`config.mk`:
```
export PLATFORM = sky130hd
export DESIGN_NAME = rvCore
export DESIGN_NICKNAME = d
export VERILOG_FILES = /design/src/source/rvCorePkg.sv /design/src/source/instrDecode.sv /design/src/source/regFile.sv /design/src/source/execUnit.sv /design/src/source/resultSelect.sv /design/src/source/coreSequencer.sv /design/src/source/rvCore.sv
export SDC_FILE = /design/constraint.sdc
export NUM_CORES = 2
export LEC_CHECK = 0
export BUFFER_PORTS_ARGS = -buffer_cell sky130_fd_sc_hd__buf_2
export CORE_ASPECT_RATIO = 1.4
export CORE_UTILIZATION = 40
export CTS_BUF_LIST = sky130_fd_sc_hd__clkbuf_16
export CTS_CLUSTER_DIAMETER = 120
export DETAILED_ROUTE_END_ITERATION = 6
export GPL_TIMING_DRIVEN = 0
export HOLD_SLACK_MARGIN = 0.12
export PLACE_DENSITY = 0.65
export REMOVE_ABC_BUFFERS = 1
export SLEW_MARGIN = 20
export SYNTH_ARGS = -nofsm -noshare
export SYNTH_HDL_FRONTEND = slang
export SYNTH_SLANG_ARGS = --single-unit
```
`constraint.sdc`:
```
create_clock -name clk_mem -period 10.8 [get_ports clk_mem]
set_input_delay 0.54 -clock clk_mem [delete_from_list [all_inputs] [get_ports clk_mem]]
set_output_delay 0.54 -clock clk_mem [all_outputs]
set_load 0.005 [all_outputs]
```
`src/source/rvCorePkg.sv`:
```
package rvCorePkg;

	// base opcodes, instr[6:0]
	localparam logic [6:0] OP_LUI    = 7'b0110111;
	localparam logic [6:0] OP_AUIPC  = 7'b0010111;
	localparam logic [6:0] OP_JAL    = 7'b1101111;
	localparam logic [6:0] OP_JALR   = 7'b1100111;
	localparam logic [6:0] OP_BRANCH = 7'b1100011;
	localparam logic [6:0] OP_LOAD   = 7'b0000011;
	localparam logic [6:0] OP_STORE  = 7'b0100011;
	localparam logic [6:0] OP_IMM    = 7'b0010011;
	localparam logic [6:0] OP_REG    = 7'b0110011;

	typedef enum logic [3:0] {
		ALU_ADD,
		ALU_SUB,
		ALU_SLL,
		ALU_SLT,
		ALU_SLTU,
		ALU_XOR,
		ALU_SRL,
		ALU_SRA,
		ALU_OR,
		ALU_AND,
		ALU_PASSB
	} aluOp_t;

	typedef enum logic [1:0] {
		WB_ALU,
		WB_LOAD,
		WB_PC4
	} wbSel_t;

	typedef struct packed {
		aluOp_t      aluOp;
		logic        aSelPc;
		logic        bSelImm;
		logic        regWrite;
		wbSel_t      wbSel;
		logic        isBranch;
		logic        isJal;
		logic        isJalr;
		logic        isLoad;
		logic        isStore;
		// access size/sign or branch condition
		logic [2:0]  funct3;
		logic [4:0]  rd;
		logic [4:0]  rs1;
		logic [4:0]  rs2;
	} ctrl_t;

	typedef struct packed {
		logic [31:0] addr;
		// already placed in its byte lanes
		logic [31:0] wdata;
		logic [3:0]  byteEn;
		logic        read;
		logic        write;
	} memReq_t;

	typedef struct packed {
		logic        valid;
		logic [31:0] pc;
		logic [4:0]  rd;
		logic        regWrite;
		logic [31:0] wdata;
	} retire_t;

endpackage

```
`src/source/instrDecode.sv`:
```
`timescale 1ns/1ps

module instrDecode (
	input  logic [31:0]       instr_i,
	output rvCorePkg::ctrl_t  ctrl_o,
	output logic [31:0]       imm_o
);
	import rvCorePkg::*;

	logic [6:0]  opcode;
	logic [2:0]  funct3;
	logic        funct7b5;
	logic [31:0] immI;
	logic [31:0] immS;
	logic [31:0] immB;
	logic [31:0] immU;
	logic [31:0] immJ;

	function automatic aluOp_t aluFromFunct(input logic [2:0] f3, input logic alt);
		aluOp_t op;
		case (f3)
			3'b000: op = alt ? ALU_SUB : ALU_ADD;
			3'b001: op = ALU_SLL;
			3'b010: op = ALU_SLT;
			3'b011: op = ALU_SLTU;
			3'b100: op = ALU_XOR;
			3'b101: op = alt ? ALU_SRA : ALU_SRL;
			3'b110: op = ALU_OR;
			default: op = ALU_AND;
		endcase
		return op;
	endfunction

	assign opcode   = instr_i[6:0];
	assign funct3   = instr_i[14:12];
	assign funct7b5 = instr_i[30];

	assign immI = {{20{instr_i[31]}}, instr_i[31:20]};
	assign immS = {{20{instr_i[31]}}, instr_i[31:25], instr_i[11:7]};
	assign immB = {{19{instr_i[31]}}, instr_i[31], instr_i[7], instr_i[30:25],
		instr_i[11:8], 1'b0};
	assign immU = {instr_i[31:12], 12'b0};
	assign immJ = {{11{instr_i[31]}}, instr_i[31], instr_i[19:12], instr_i[20],
		instr_i[30:21], 1'b0};

	always_comb begin
		// unknown opcodes fall through as a no-op
		ctrl_o          = '0;
		ctrl_o.aluOp    = ALU_ADD;
		ctrl_o.wbSel    = WB_ALU;
		ctrl_o.funct3   = funct3;
		ctrl_o.rd       = instr_i[11:7];
		ctrl_o.rs1      = instr_i[19:15];
		ctrl_o.rs2      = instr_i[24:20];
		imm_o           = 32'b0;

		case (opcode)
			OP_LUI: begin
				ctrl_o.aluOp    = ALU_PASSB;
				ctrl_o.bSelImm  = 1'b1;
				ctrl_o.regWrite = 1'b1;
				imm_o           = immU;
			end
			OP_AUIPC: begin
				ctrl_o.aSelPc   = 1'b1;
				ctrl_o.bSelImm  = 1'b1;
				ctrl_o.regWrite = 1'b1;
				imm_o           = immU;
			end
			OP_JAL: begin
				ctrl_o.aSelPc   = 1'b1;
				ctrl_o.bSelImm  = 1'b1;
				ctrl_o.regWrite = 1'b1;
				ctrl_o.wbSel    = WB_PC4;
				ctrl_o.isJal    = 1'b1;
				imm_o           = immJ;
			end
			OP_JALR: begin
				ctrl_o.bSelImm  = 1'b1;
				ctrl_o.regWrite = 1'b1;
				ctrl_o.wbSel    = WB_PC4;
				ctrl_o.isJalr   = 1'b1;
				imm_o           = immI;
			end
			OP_BRANCH: begin
				// alu forms the target, compare is separate
				ctrl_o.aSelPc   = 1'b1;
				ctrl_o.bSelImm  = 1'b1;
				ctrl_o.isBranch = 1'b1;
				imm_o           = immB;
			end
			OP_LOAD: begin
				ctrl_o.bSelImm  = 1'b1;
				ctrl_o.regWrite = 1'b1;
				ctrl_o.wbSel    = WB_LOAD;
				ctrl_o.isLoad   = 1'b1;
				imm_o           = immI;
			end
			OP_STORE: begin
				ctrl_o.bSelImm  = 1'b1;
				ctrl_o.isStore  = 1'b1;
				imm_o           = immS;
			end
			OP_IMM: begin
				// funct7 bit 5 only matters for srai
				ctrl_o.aluOp    = aluFromFunct(funct3, (funct3 == 3'b101) & funct7b5);
				ctrl_o.bSelImm  = 1'b1;
				ctrl_o.regWrite = 1'b1;
				imm_o           = immI;
			end
			OP_REG: begin
				ctrl_o.aluOp    = aluFromFunct(funct3, funct7b5);
				ctrl_o.regWrite = 1'b1;
			end
			default: begin
			end
		endcase
	end

endmodule

```
`src/source/regFile.sv`:
```
`timescale 1ns/1ps

module regFile (
	input  logic        clk_mem,
	input  logic        rst,
	input  logic [4:0]  rs1_i,
	input  logic [4:0]  rs2_i,
	input  logic [4:0]  rd_i,
	input  logic        we_i,
	input  logic [31:0] wdata_i,
	output logic [31:0] rdata1_o,
	output logic [31:0] rdata2_o
);

	// x0 has no storage
	logic [31:0] regs [1:31];

	always_ff @(posedge clk_mem) begin
		if (rst) begin
			for (int i = 1; i < 32; i++) begin
				regs[i] <= 32'b0;
			end
		end else if (we_i && (rd_i != 5'd0)) begin
			regs[rd_i] <= wdata_i;
		end
	end

	assign rdata1_o = (rs1_i == 5'd0) ? 32'b0 : regs[rs1_i];
	assign rdata2_o = (rs2_i == 5'd0) ? 32'b0 : regs[rs2_i];

endmodule

```
`src/source/execUnit.sv`:
```
`timescale 1ns/1ps

module execUnit (
	input  logic [31:0]         pc_i,
	input  logic [31:0]         imm_i,
	input  logic [31:0]         rs1Val_i,
	input  logic [31:0]         rs2Val_i,
	input  rvCorePkg::ctrl_t    ctrl_i,
	output logic [31:0]         aluResult_o,
	output logic [31:0]         nextPc_o,
	output rvCorePkg::memReq_t  memReq_o
);
	import rvCorePkg::*;

	logic [31:0] opA;
	logic [31:0] opB;
	logic [4:0]  shamt;
	logic        isEq;
	logic        isLt;
	logic        isLtu;
	logic        taken;
	logic [31:0] pcPlus4;

	assign opA   = ctrl_i.aSelPc ? pc_i : rs1Val_i;
	assign opB   = ctrl_i.bSelImm ? imm_i : rs2Val_i;
	assign shamt = opB[4:0];

	always_comb begin
		case (ctrl_i.aluOp)
			ALU_ADD:  aluResult_o = opA + opB;
			ALU_SUB:  aluResult_o = opA - opB;
			ALU_SLL:  aluResult_o = opA << shamt;
			ALU_SLT:  aluResult_o = {31'b0, $signed(opA) < $signed(opB)};
			ALU_SLTU: aluResult_o = {31'b0, opA < opB};
			ALU_XOR:  aluResult_o = opA ^ opB;
			ALU_SRL:  aluResult_o = opA >> shamt;
			ALU_SRA:  aluResult_o = $unsigned($signed(opA) >>> shamt);
			ALU_OR:   aluResult_o = opA | opB;
			ALU_AND:  aluResult_o = opA & opB;
			default:  aluResult_o = opB;
		endcase
	end

	// branch compare always on the register operands
	assign isEq  = (rs1Val_i == rs2Val_i);
	assign isLt  = ($signed(rs1Val_i) < $signed(rs2Val_i));
	assign isLtu = (rs1Val_i < rs2Val_i);

	always_comb begin
		case (ctrl_i.funct3)
			3'b000:  taken = isEq;
			3'b001:  taken = ~isEq;
			3'b100:  taken = isLt;
			3'b101:  taken = ~isLt;
			3'b110:  taken = isLtu;
			3'b111:  taken = ~isLtu;
			default: taken = 1'b0;
		endcase
	end

	assign pcPlus4 = pc_i + 32'd4;

	always_comb begin
		if (ctrl_i.isJal | ctrl_i.isJalr) begin
			nextPc_o = {aluResult_o[31:1], 1'b0};
		end else if (ctrl_i.isBranch & taken) begin
			nextPc_o = aluResult_o;
		end else begin
			nextPc_o = pcPlus4;
		end
	end

	always_comb begin
		memReq_o.addr  = aluResult_o;
		memReq_o.wdata = rs2Val_i << {aluResult_o[1:0], 3'b000};
		case (ctrl_i.funct3[1:0])
			2'b00:   memReq_o.byteEn = 4'b0001 << aluResult_o[1:0];
			2'b01:   memReq_o.byteEn = 4'b0011 << aluResult_o[1:0];
			default: memReq_o.byteEn = 4'b1111;
		endcase
		memReq_o.read  = ctrl_i.isLoad;
		memReq_o.write = ctrl_i.isStore;
	end

endmodule

```
`src/source/resultSelect.sv`:
```
`timescale 1ns/1ps

module resultSelect (
	input  rvCorePkg::ctrl_t  ctrl_i,
	input  logic [31:0]       aluResult_i,
	input  logic [31:0]       loadWord_i,
	input  logic [31:0]       pcPlus4_i,
	input  logic [1:0]        addrLow_i,
	output logic [31:0]       wbData_o
);
	import rvCorePkg::*;

	logic [31:0] shifted;
	logic [31:0] loadVal;

	// bring the addressed lane down to bit 0
	assign shifted = loadWord_i >> {addrLow_i, 3'b000};

	always_comb begin
		case (ctrl_i.funct3)
			3'b000:  loadVal = {{24{shifted[7]}}, shifted[7:0]};
			3'b001:  loadVal = {{16{shifted[15]}}, shifted[15:0]};
			3'b100:  loadVal = {24'b0, shifted[7:0]};
			3'b101:  loadVal = {16'b0, shifted[15:0]};
			default: loadVal = shifted;
		endcase
	end

	always_comb begin
		case (ctrl_i.wbSel)
			WB_LOAD: wbData_o = loadVal;
			WB_PC4:  wbData_o = pcPlus4_i;
			default: wbData_o = aluResult_i;
		endcase
	end

endmodule

```
`src/source/coreSequencer.sv`:
```
`timescale 1ns/1ps

module coreSequencer #(
	parameter logic [31:0] RESET_PC = 32'h0
) (
	input  logic                clk_mem,
	input  logic                rst,
	input  logic                imemReady_i,
	input  logic [31:0]         imemData_i,
	input  logic                dmemReady_i,
	input  rvCorePkg::ctrl_t    ctrl_i,
	input  logic [31:0]         nextPc_i,
	input  logic [31:0]         wbData_i,
	input  rvCorePkg::memReq_t  memReqComb_i,
	output logic                imemRead_o,
	output logic [31:0]         pc_o,
	output logic [31:0]         instr_o,
	output rvCorePkg::memReq_t  dmemReq_o,
	output logic                regWe_o,
	output rvCorePkg::retire_t  retire_o
);

	typedef enum logic {
		FETCH,
		EXEC
	} state_t;

	state_t      state;
	logic        running;
	logic [31:0] pc;
	logic [31:0] instrQ;
	logic        memOp;
	logic        fetchDone;
	logic        execDone;

	assign memOp     = ctrl_i.isLoad | ctrl_i.isStore;
	assign fetchDone = imemRead_o & imemReady_i;
	// memory ops wait for the data port
	assign execDone  = (state == EXEC) & (~memOp | dmemReady_i);

	always_ff @(posedge clk_mem) begin
		if (rst) begin
			state   <= FETCH;
			running <= 1'b0;
			pc      <= RESET_PC;
		end else begin
			running <= 1'b1;
			case (state)
				FETCH: begin
					if (fetchDone) begin
						state <= EXEC;
					end
				end
				default: begin
					if (execDone) begin
						state <= FETCH;
						pc    <= nextPc_i;
					end
				end
			endcase
		end
	end

	always_ff @(posedge clk_mem) begin
		if (fetchDone) begin
			instrQ <= imemData_i;
		end
	end

	// first fetch waits one cycle past reset
	assign imemRead_o = running & (state == FETCH);
	assign pc_o       = pc;
	assign instr_o    = instrQ;

	always_comb begin
		dmemReq_o       = memReqComb_i;
		dmemReq_o.read  = memReqComb_i.read & (state == EXEC);
		dmemReq_o.write = memReqComb_i.write & (state == EXEC);
	end

	assign regWe_o = execDone & ctrl_i.regWrite;

	always_comb begin
		retire_o.valid    = execDone;
		retire_o.pc       = pc;
		retire_o.rd       = ctrl_i.rd;
		retire_o.regWrite = ctrl_i.regWrite;
		retire_o.wdata    = wbData_i;
	end

endmodule

```
`src/source/rvCore.sv`:
```
`timescale 1ns/1ps

module rvCore #(
	parameter logic [31:0] RESET_PC = 32'h0
) (
	input  logic                clk_mem,
	input  logic                rst,
	output logic [31:0]         imemAddr_o,
	output logic                imemRead_o,
	input  logic [31:0]         imemData_i,
	input  logic                imemReady_i,
	output rvCorePkg::memReq_t  dmemReq_o,
	input  logic [31:0]         dmemRdata_i,
	input  logic                dmemReady_i,
	output rvCorePkg::retire_t  retire_o
);
	import rvCorePkg::*;

	ctrl_t       ctrl;
	memReq_t     memReqComb;
	logic [31:0] pc;
	logic [31:0] instr;
	logic [31:0] imm;
	logic [31:0] rs1Val;
	logic [31:0] rs2Val;
	logic [31:0] aluResult;
	logic [31:0] nextPc;
	logic [31:0] wbData;
	logic        regWe;
	wire  [31:0] pcPlus4 = pc + 32'd4;

	assign imemAddr_o = pc;

	coreSequencer #(
		.RESET_PC     (RESET_PC)
	) uSeq (
		.clk_mem      (clk_mem),
		.rst          (rst),
		.imemReady_i  (imemReady_i),
		.imemData_i   (imemData_i),
		.dmemReady_i  (dmemReady_i),
		.ctrl_i       (ctrl),
		.nextPc_i     (nextPc),
		.wbData_i     (wbData),
		.memReqComb_i (memReqComb),
		.imemRead_o   (imemRead_o),
		.pc_o         (pc),
		.instr_o      (instr),
		.dmemReq_o    (dmemReq_o),
		.regWe_o      (regWe),
		.retire_o     (retire_o)
	);

	instrDecode uDecode (
		.instr_i      (instr),
		.ctrl_o       (ctrl),
		.imm_o        (imm)
	);

	regFile uRegs (
		.clk_mem      (clk_mem),
		.rst          (rst),
		.rs1_i        (ctrl.rs1),
		.rs2_i        (ctrl.rs2),
		.rd_i         (ctrl.rd),
		.we_i         (regWe),
		.wdata_i      (wbData),
		.rdata1_o     (rs1Val),
		.rdata2_o     (rs2Val)
	);

	execUnit uExec (
		.pc_i         (pc),
		.imm_i        (imm),
		.rs1Val_i     (rs1Val),
		.rs2Val_i     (rs2Val),
		.ctrl_i       (ctrl),
		.aluResult_o  (aluResult),
		.nextPc_o     (nextPc),
		.memReq_o     (memReqComb)
	);

	resultSelect uResult (
		.ctrl_i       (ctrl),
		.aluResult_i  (aluResult),
		.loadWord_i   (dmemRdata_i),
		.pcPlus4_i    (pcPlus4),
		.addrLow_i    (memReqComb.addr[1:0]),
		.wbData_o     (wbData)
	);

endmodule

```
==> flow_metrics.tcl <==
set metrics [dict create \
    status "finished, violations left" \
    failed_checks "DRC, setup timing" \
    drc 8 \
    tightest_slew_ps 1260 \
    finalClockSkew_ps 40.4 \
    cts_buffer_depth 3 \
    drive_above_1_share_pct 22.2 \
    place_congestion 1.12 \
    use_met3_pct 16.5 \
    antenna_left 0 \
    layout.nets 6439 \
    core-area_sq_mm 0.176 \
    cpPeakStageDelay_ps 750 \
    worst_setup_path_start_kind "flip-flop" \
    place_hpwl_mm 230 \
    yosys_warnings 0 \
    power_density_mw_per_mm2 191 \
    arrival_ps 10260 \
    synth_enable_flop_cells 1056 \
    wl_mm 339 \
    cts_made_buffers 105 \
    synth_compound_gate_area_share_pct 16.2 \
    start_util_pct 40.3 \
    tritoncts "built" \
    crit_path_top_delay_cell "dfxtp_4" \
    cts_root_buffer "clkbuf_16" \
    timing.final.crit_share_pct 100 \
    busiest_layer "met2" \
    critical_path.max_fanout 43 \
    finalHoldViolCount 0 \
    grt_max_degree 69 \
    port_buffers 241 \
    vias_per_cell 7.13 \
    use_met2_pct 56.0 \
    overflow 0 \
    fin_area_sq_mm 0.0822 \
    dieHeight_um 500 \
    hp-class "primary input to flip-flop" \
    antenna_found_initial 34 \
    die-area_sq_mm 0.179 \
    grt_pass1_wl_mm 464 \
    grt_pass1_vias 58700 \
    wire_per_inst_um 39.1 \
    ios 242 \
    crit_top_cell "buf_16" \
    path_class "flip-flop to primary output" \
    fin_cells 8649 \
    synth_xor_area_share_pct 0.518 \
    leakagePower_uw 0.0310 \
    muxShareOfSynthArea_pct 21.2 \
    clock_sinks 1100 \
    seq_area_frac_synth_pct 45.9 \
    ir_worst_vdd_v 0.000155 \
    grt_use_met1_pct 39.2 \
    setup_ws_ps -1.09 \
    async_flop_share_pct 0 \
    placed_area_sq_mm 0.0776 \
    drv_cap 0 \
    drt_pre_antenna_iters 7 \
    post-place-cells 8367 \
    total_power_uw 15700 \
    drv_slew 0 \
    drt_iter0_drc 10400 \
    final.min_clock_period_ps 10800 \
    synthAdderAreaFrac_pct 2.38 \
    cts_htree_levels 3 \
    grt_use_total_pct 37.3 \
    num_vias 61700 \
    ys_ff_latch 1100 \
    slew_headroom_pct 15.2 \
    num_rows 182 \
    dp_slack_ps -853 \
    cts.clk_slew.worst_paths_ps 70 \
    yosys_most_used_dff "edfxtp_1" \
    postSynthAreaPerCell_sq_um 11.3 \
    clkLatencyLatePin_ps 820 \
    synth_area_sq_mm 0.0710 \
    die_w_um 358 \
    synth-simple-area-share_pct 8.22 \
    synth_top_family_by_area "multiplexers" \
    area_delta_synth_final_pct 15.8 \
    critPathCaptureType "primary output" \
    setup-violations-final 1 \
    syn_inst 6272 \
    setup-tns-final_ps -1.09 \
    synth_cell_types 103 \
    cp_data_required_time_ps 10260 \
    max_freq_ghz 0.0926 \
]
==> worst max-delay path: cells and delay by family (launching register included) <==
kind | cells | cell delay, ps
buffers and inverters | 17 | 3720
AO/OA/AOI/OAI | 10 | 2840
AND/OR/NAND/NOR | 5 | 1370
flip-flops | 1 | 750
adder cells (fa/ha/maj) | 1 | 320
multiplexers | 1 | 130
==> worst paths after layout <==
check | from | endpoint | slack, ps | cells past startpoint
max | flip-flop | retire_o[16] | -1 | 34
min | rst | uSeq.pc_o[1]$_SDFFE_PP0P_ | 340 | 2
max reg2reg | flip-flop | uRegs.regs[28][20]$_SDFFCE_PN0P_ | 1030 | 34
min reg2reg | uSeq.state$_SDFF_PP0_ | uSeq.state$_SDFF_PP0_ | 520 | 2
==> placed cells by master (no fill, tap or decap), types with 62 or more instances in the layout <==
cell,netlist,layout
edfxtp_1,1056,1056
a21oi_1,949,935
mux2i_1,570,564
nor2_1,530,515
mux4_2,390,390
nand2_1,376,312
buf_2,117,247
a22oi_1,207,207
o21ai_0,187,177
inv_1,152,166
ha_1,132,127
clkbuf_16,0,108
buf_16,0,107
buf_12,2,77
nand2_4,0,62
==> layout make-up <==
class / instances / area [sq um]
Timing Repair Buffer: 500 / 6460
Clock buffer: 106 / 2650
Sequential cell: 1100 / 32600
Fill cell: 15700 / 93900
Antenna cell: 19 / 47.5
Tap cell: 2300 / 2880
Inverter: 168 / 671
Multi-Input combinational cell: 4362 / 36000
Clock inverter: 94 / 800
==> cells by family after synthesis <==
group                      count (synthesis)
AOI/OAI and AO/OA                       1858
xor gates and xnor gates                  42
adders and majority gates                134
buffers and inverters                    844
DFF                                     1100
muxes                                   1008
other                                      1
and+or+nand+nor                         1285
==> registers in the layout (all words and copies together) (netlist names), named ones only <==
signal        flops
uSeq.running      1
uSeq.state        1
uSeq.pc_o        32
uRegs.regs     1024
uSeq.instr_o     32
==> power breakdown <==
part,switching (uW),total (uW),internal (uW)
clock,1800,3840,2040
combinational,4650,6870,2230
sequential,149,5020,4870
total,6600,15700,9140
==> synthesized netlist by cell type (16+ instances only) <==
cell / instances / area (sq um)
o22ai_1: 43 / 269
buf_6: 40 / 450
o211ai_1: 22 / 165
buf_1: 48 / 180
o221ai_1: 24 / 210
nor3_1: 58 / 290
edfxtp_1: 1056 / 31700
a31oi_1: 41 / 257
xnor2_1: 34 / 298
nor4_1: 29 / 181
a221oi_1: 30 / 263
a22oi_1: 207 / 1550
nand3_1: 47 / 235
inv_1: 152 / 571
o21ai_1: 18 / 90.1
mux2i_1: 570 / 5710
ha_1: 132 / 1650
mux4_2: 390 / 8780
dfxtp_1: 44 / 881
a211oi_1: 27 / 203
nand2_1: 376 / 1410
a21o_1: 38 / 285
a21oi_1: 949 / 4750
o21ai_0: 187 / 936
a221o_1: 21 / 210
buf_4: 79 / 593
nor2_1: 530 / 1990
nand2b_1: 21 / 131
mux2_2: 42 / 473
a21oi_2: 51 / 447
a22o_1: 16 / 140
clkbuf_1: 389 / 1460
and2_1: 59 / 369
and3_1: 31 / 194
nand4_1: 17 / 106
buf_2: 117 / 586
nor2b_1: 19 / 119
==> through the flow <==
| stage | hold WS, ps | util, % |
|---|---|---|
| 2_1_floorplan | 456 | - |
| 3_5_place_dp | 500 | 44.1 |
| 3_3_place_gp | 485 | 40.8 |
| 4_1_cts | 314 | 46.4 |
| 6_report | 335 | 46.7 |
| 5_1_grt | 349 | 46.7 |
==> repair_timing <==
| item | CTS | global route |
|---|---|---|
| pin swaps | 8 | 4 |
| resized for setup | 16 | 22 |
| gates cloned | 3 | 2 |
| setup endpoints to repair | 318 | 34 |
| hold endpoints to repair | 43 | 0 |
| hold buffers | 33 | 0 |
| setup buffers | 8 | 7 |
==> routing by layer <==
| metal | part of all wire [%] | vias to the layer above |
|---|---|---|
| met3 | 14 | 1762 |
| met2 | 44 | 5447 |
| met4 | 11 | 48 |
| met1 | 31 | 30300 |
| li1 | - | 24100 |
| met5 | 0.30 | - |
Note: power is estimated with default switching activity, not from simulation.
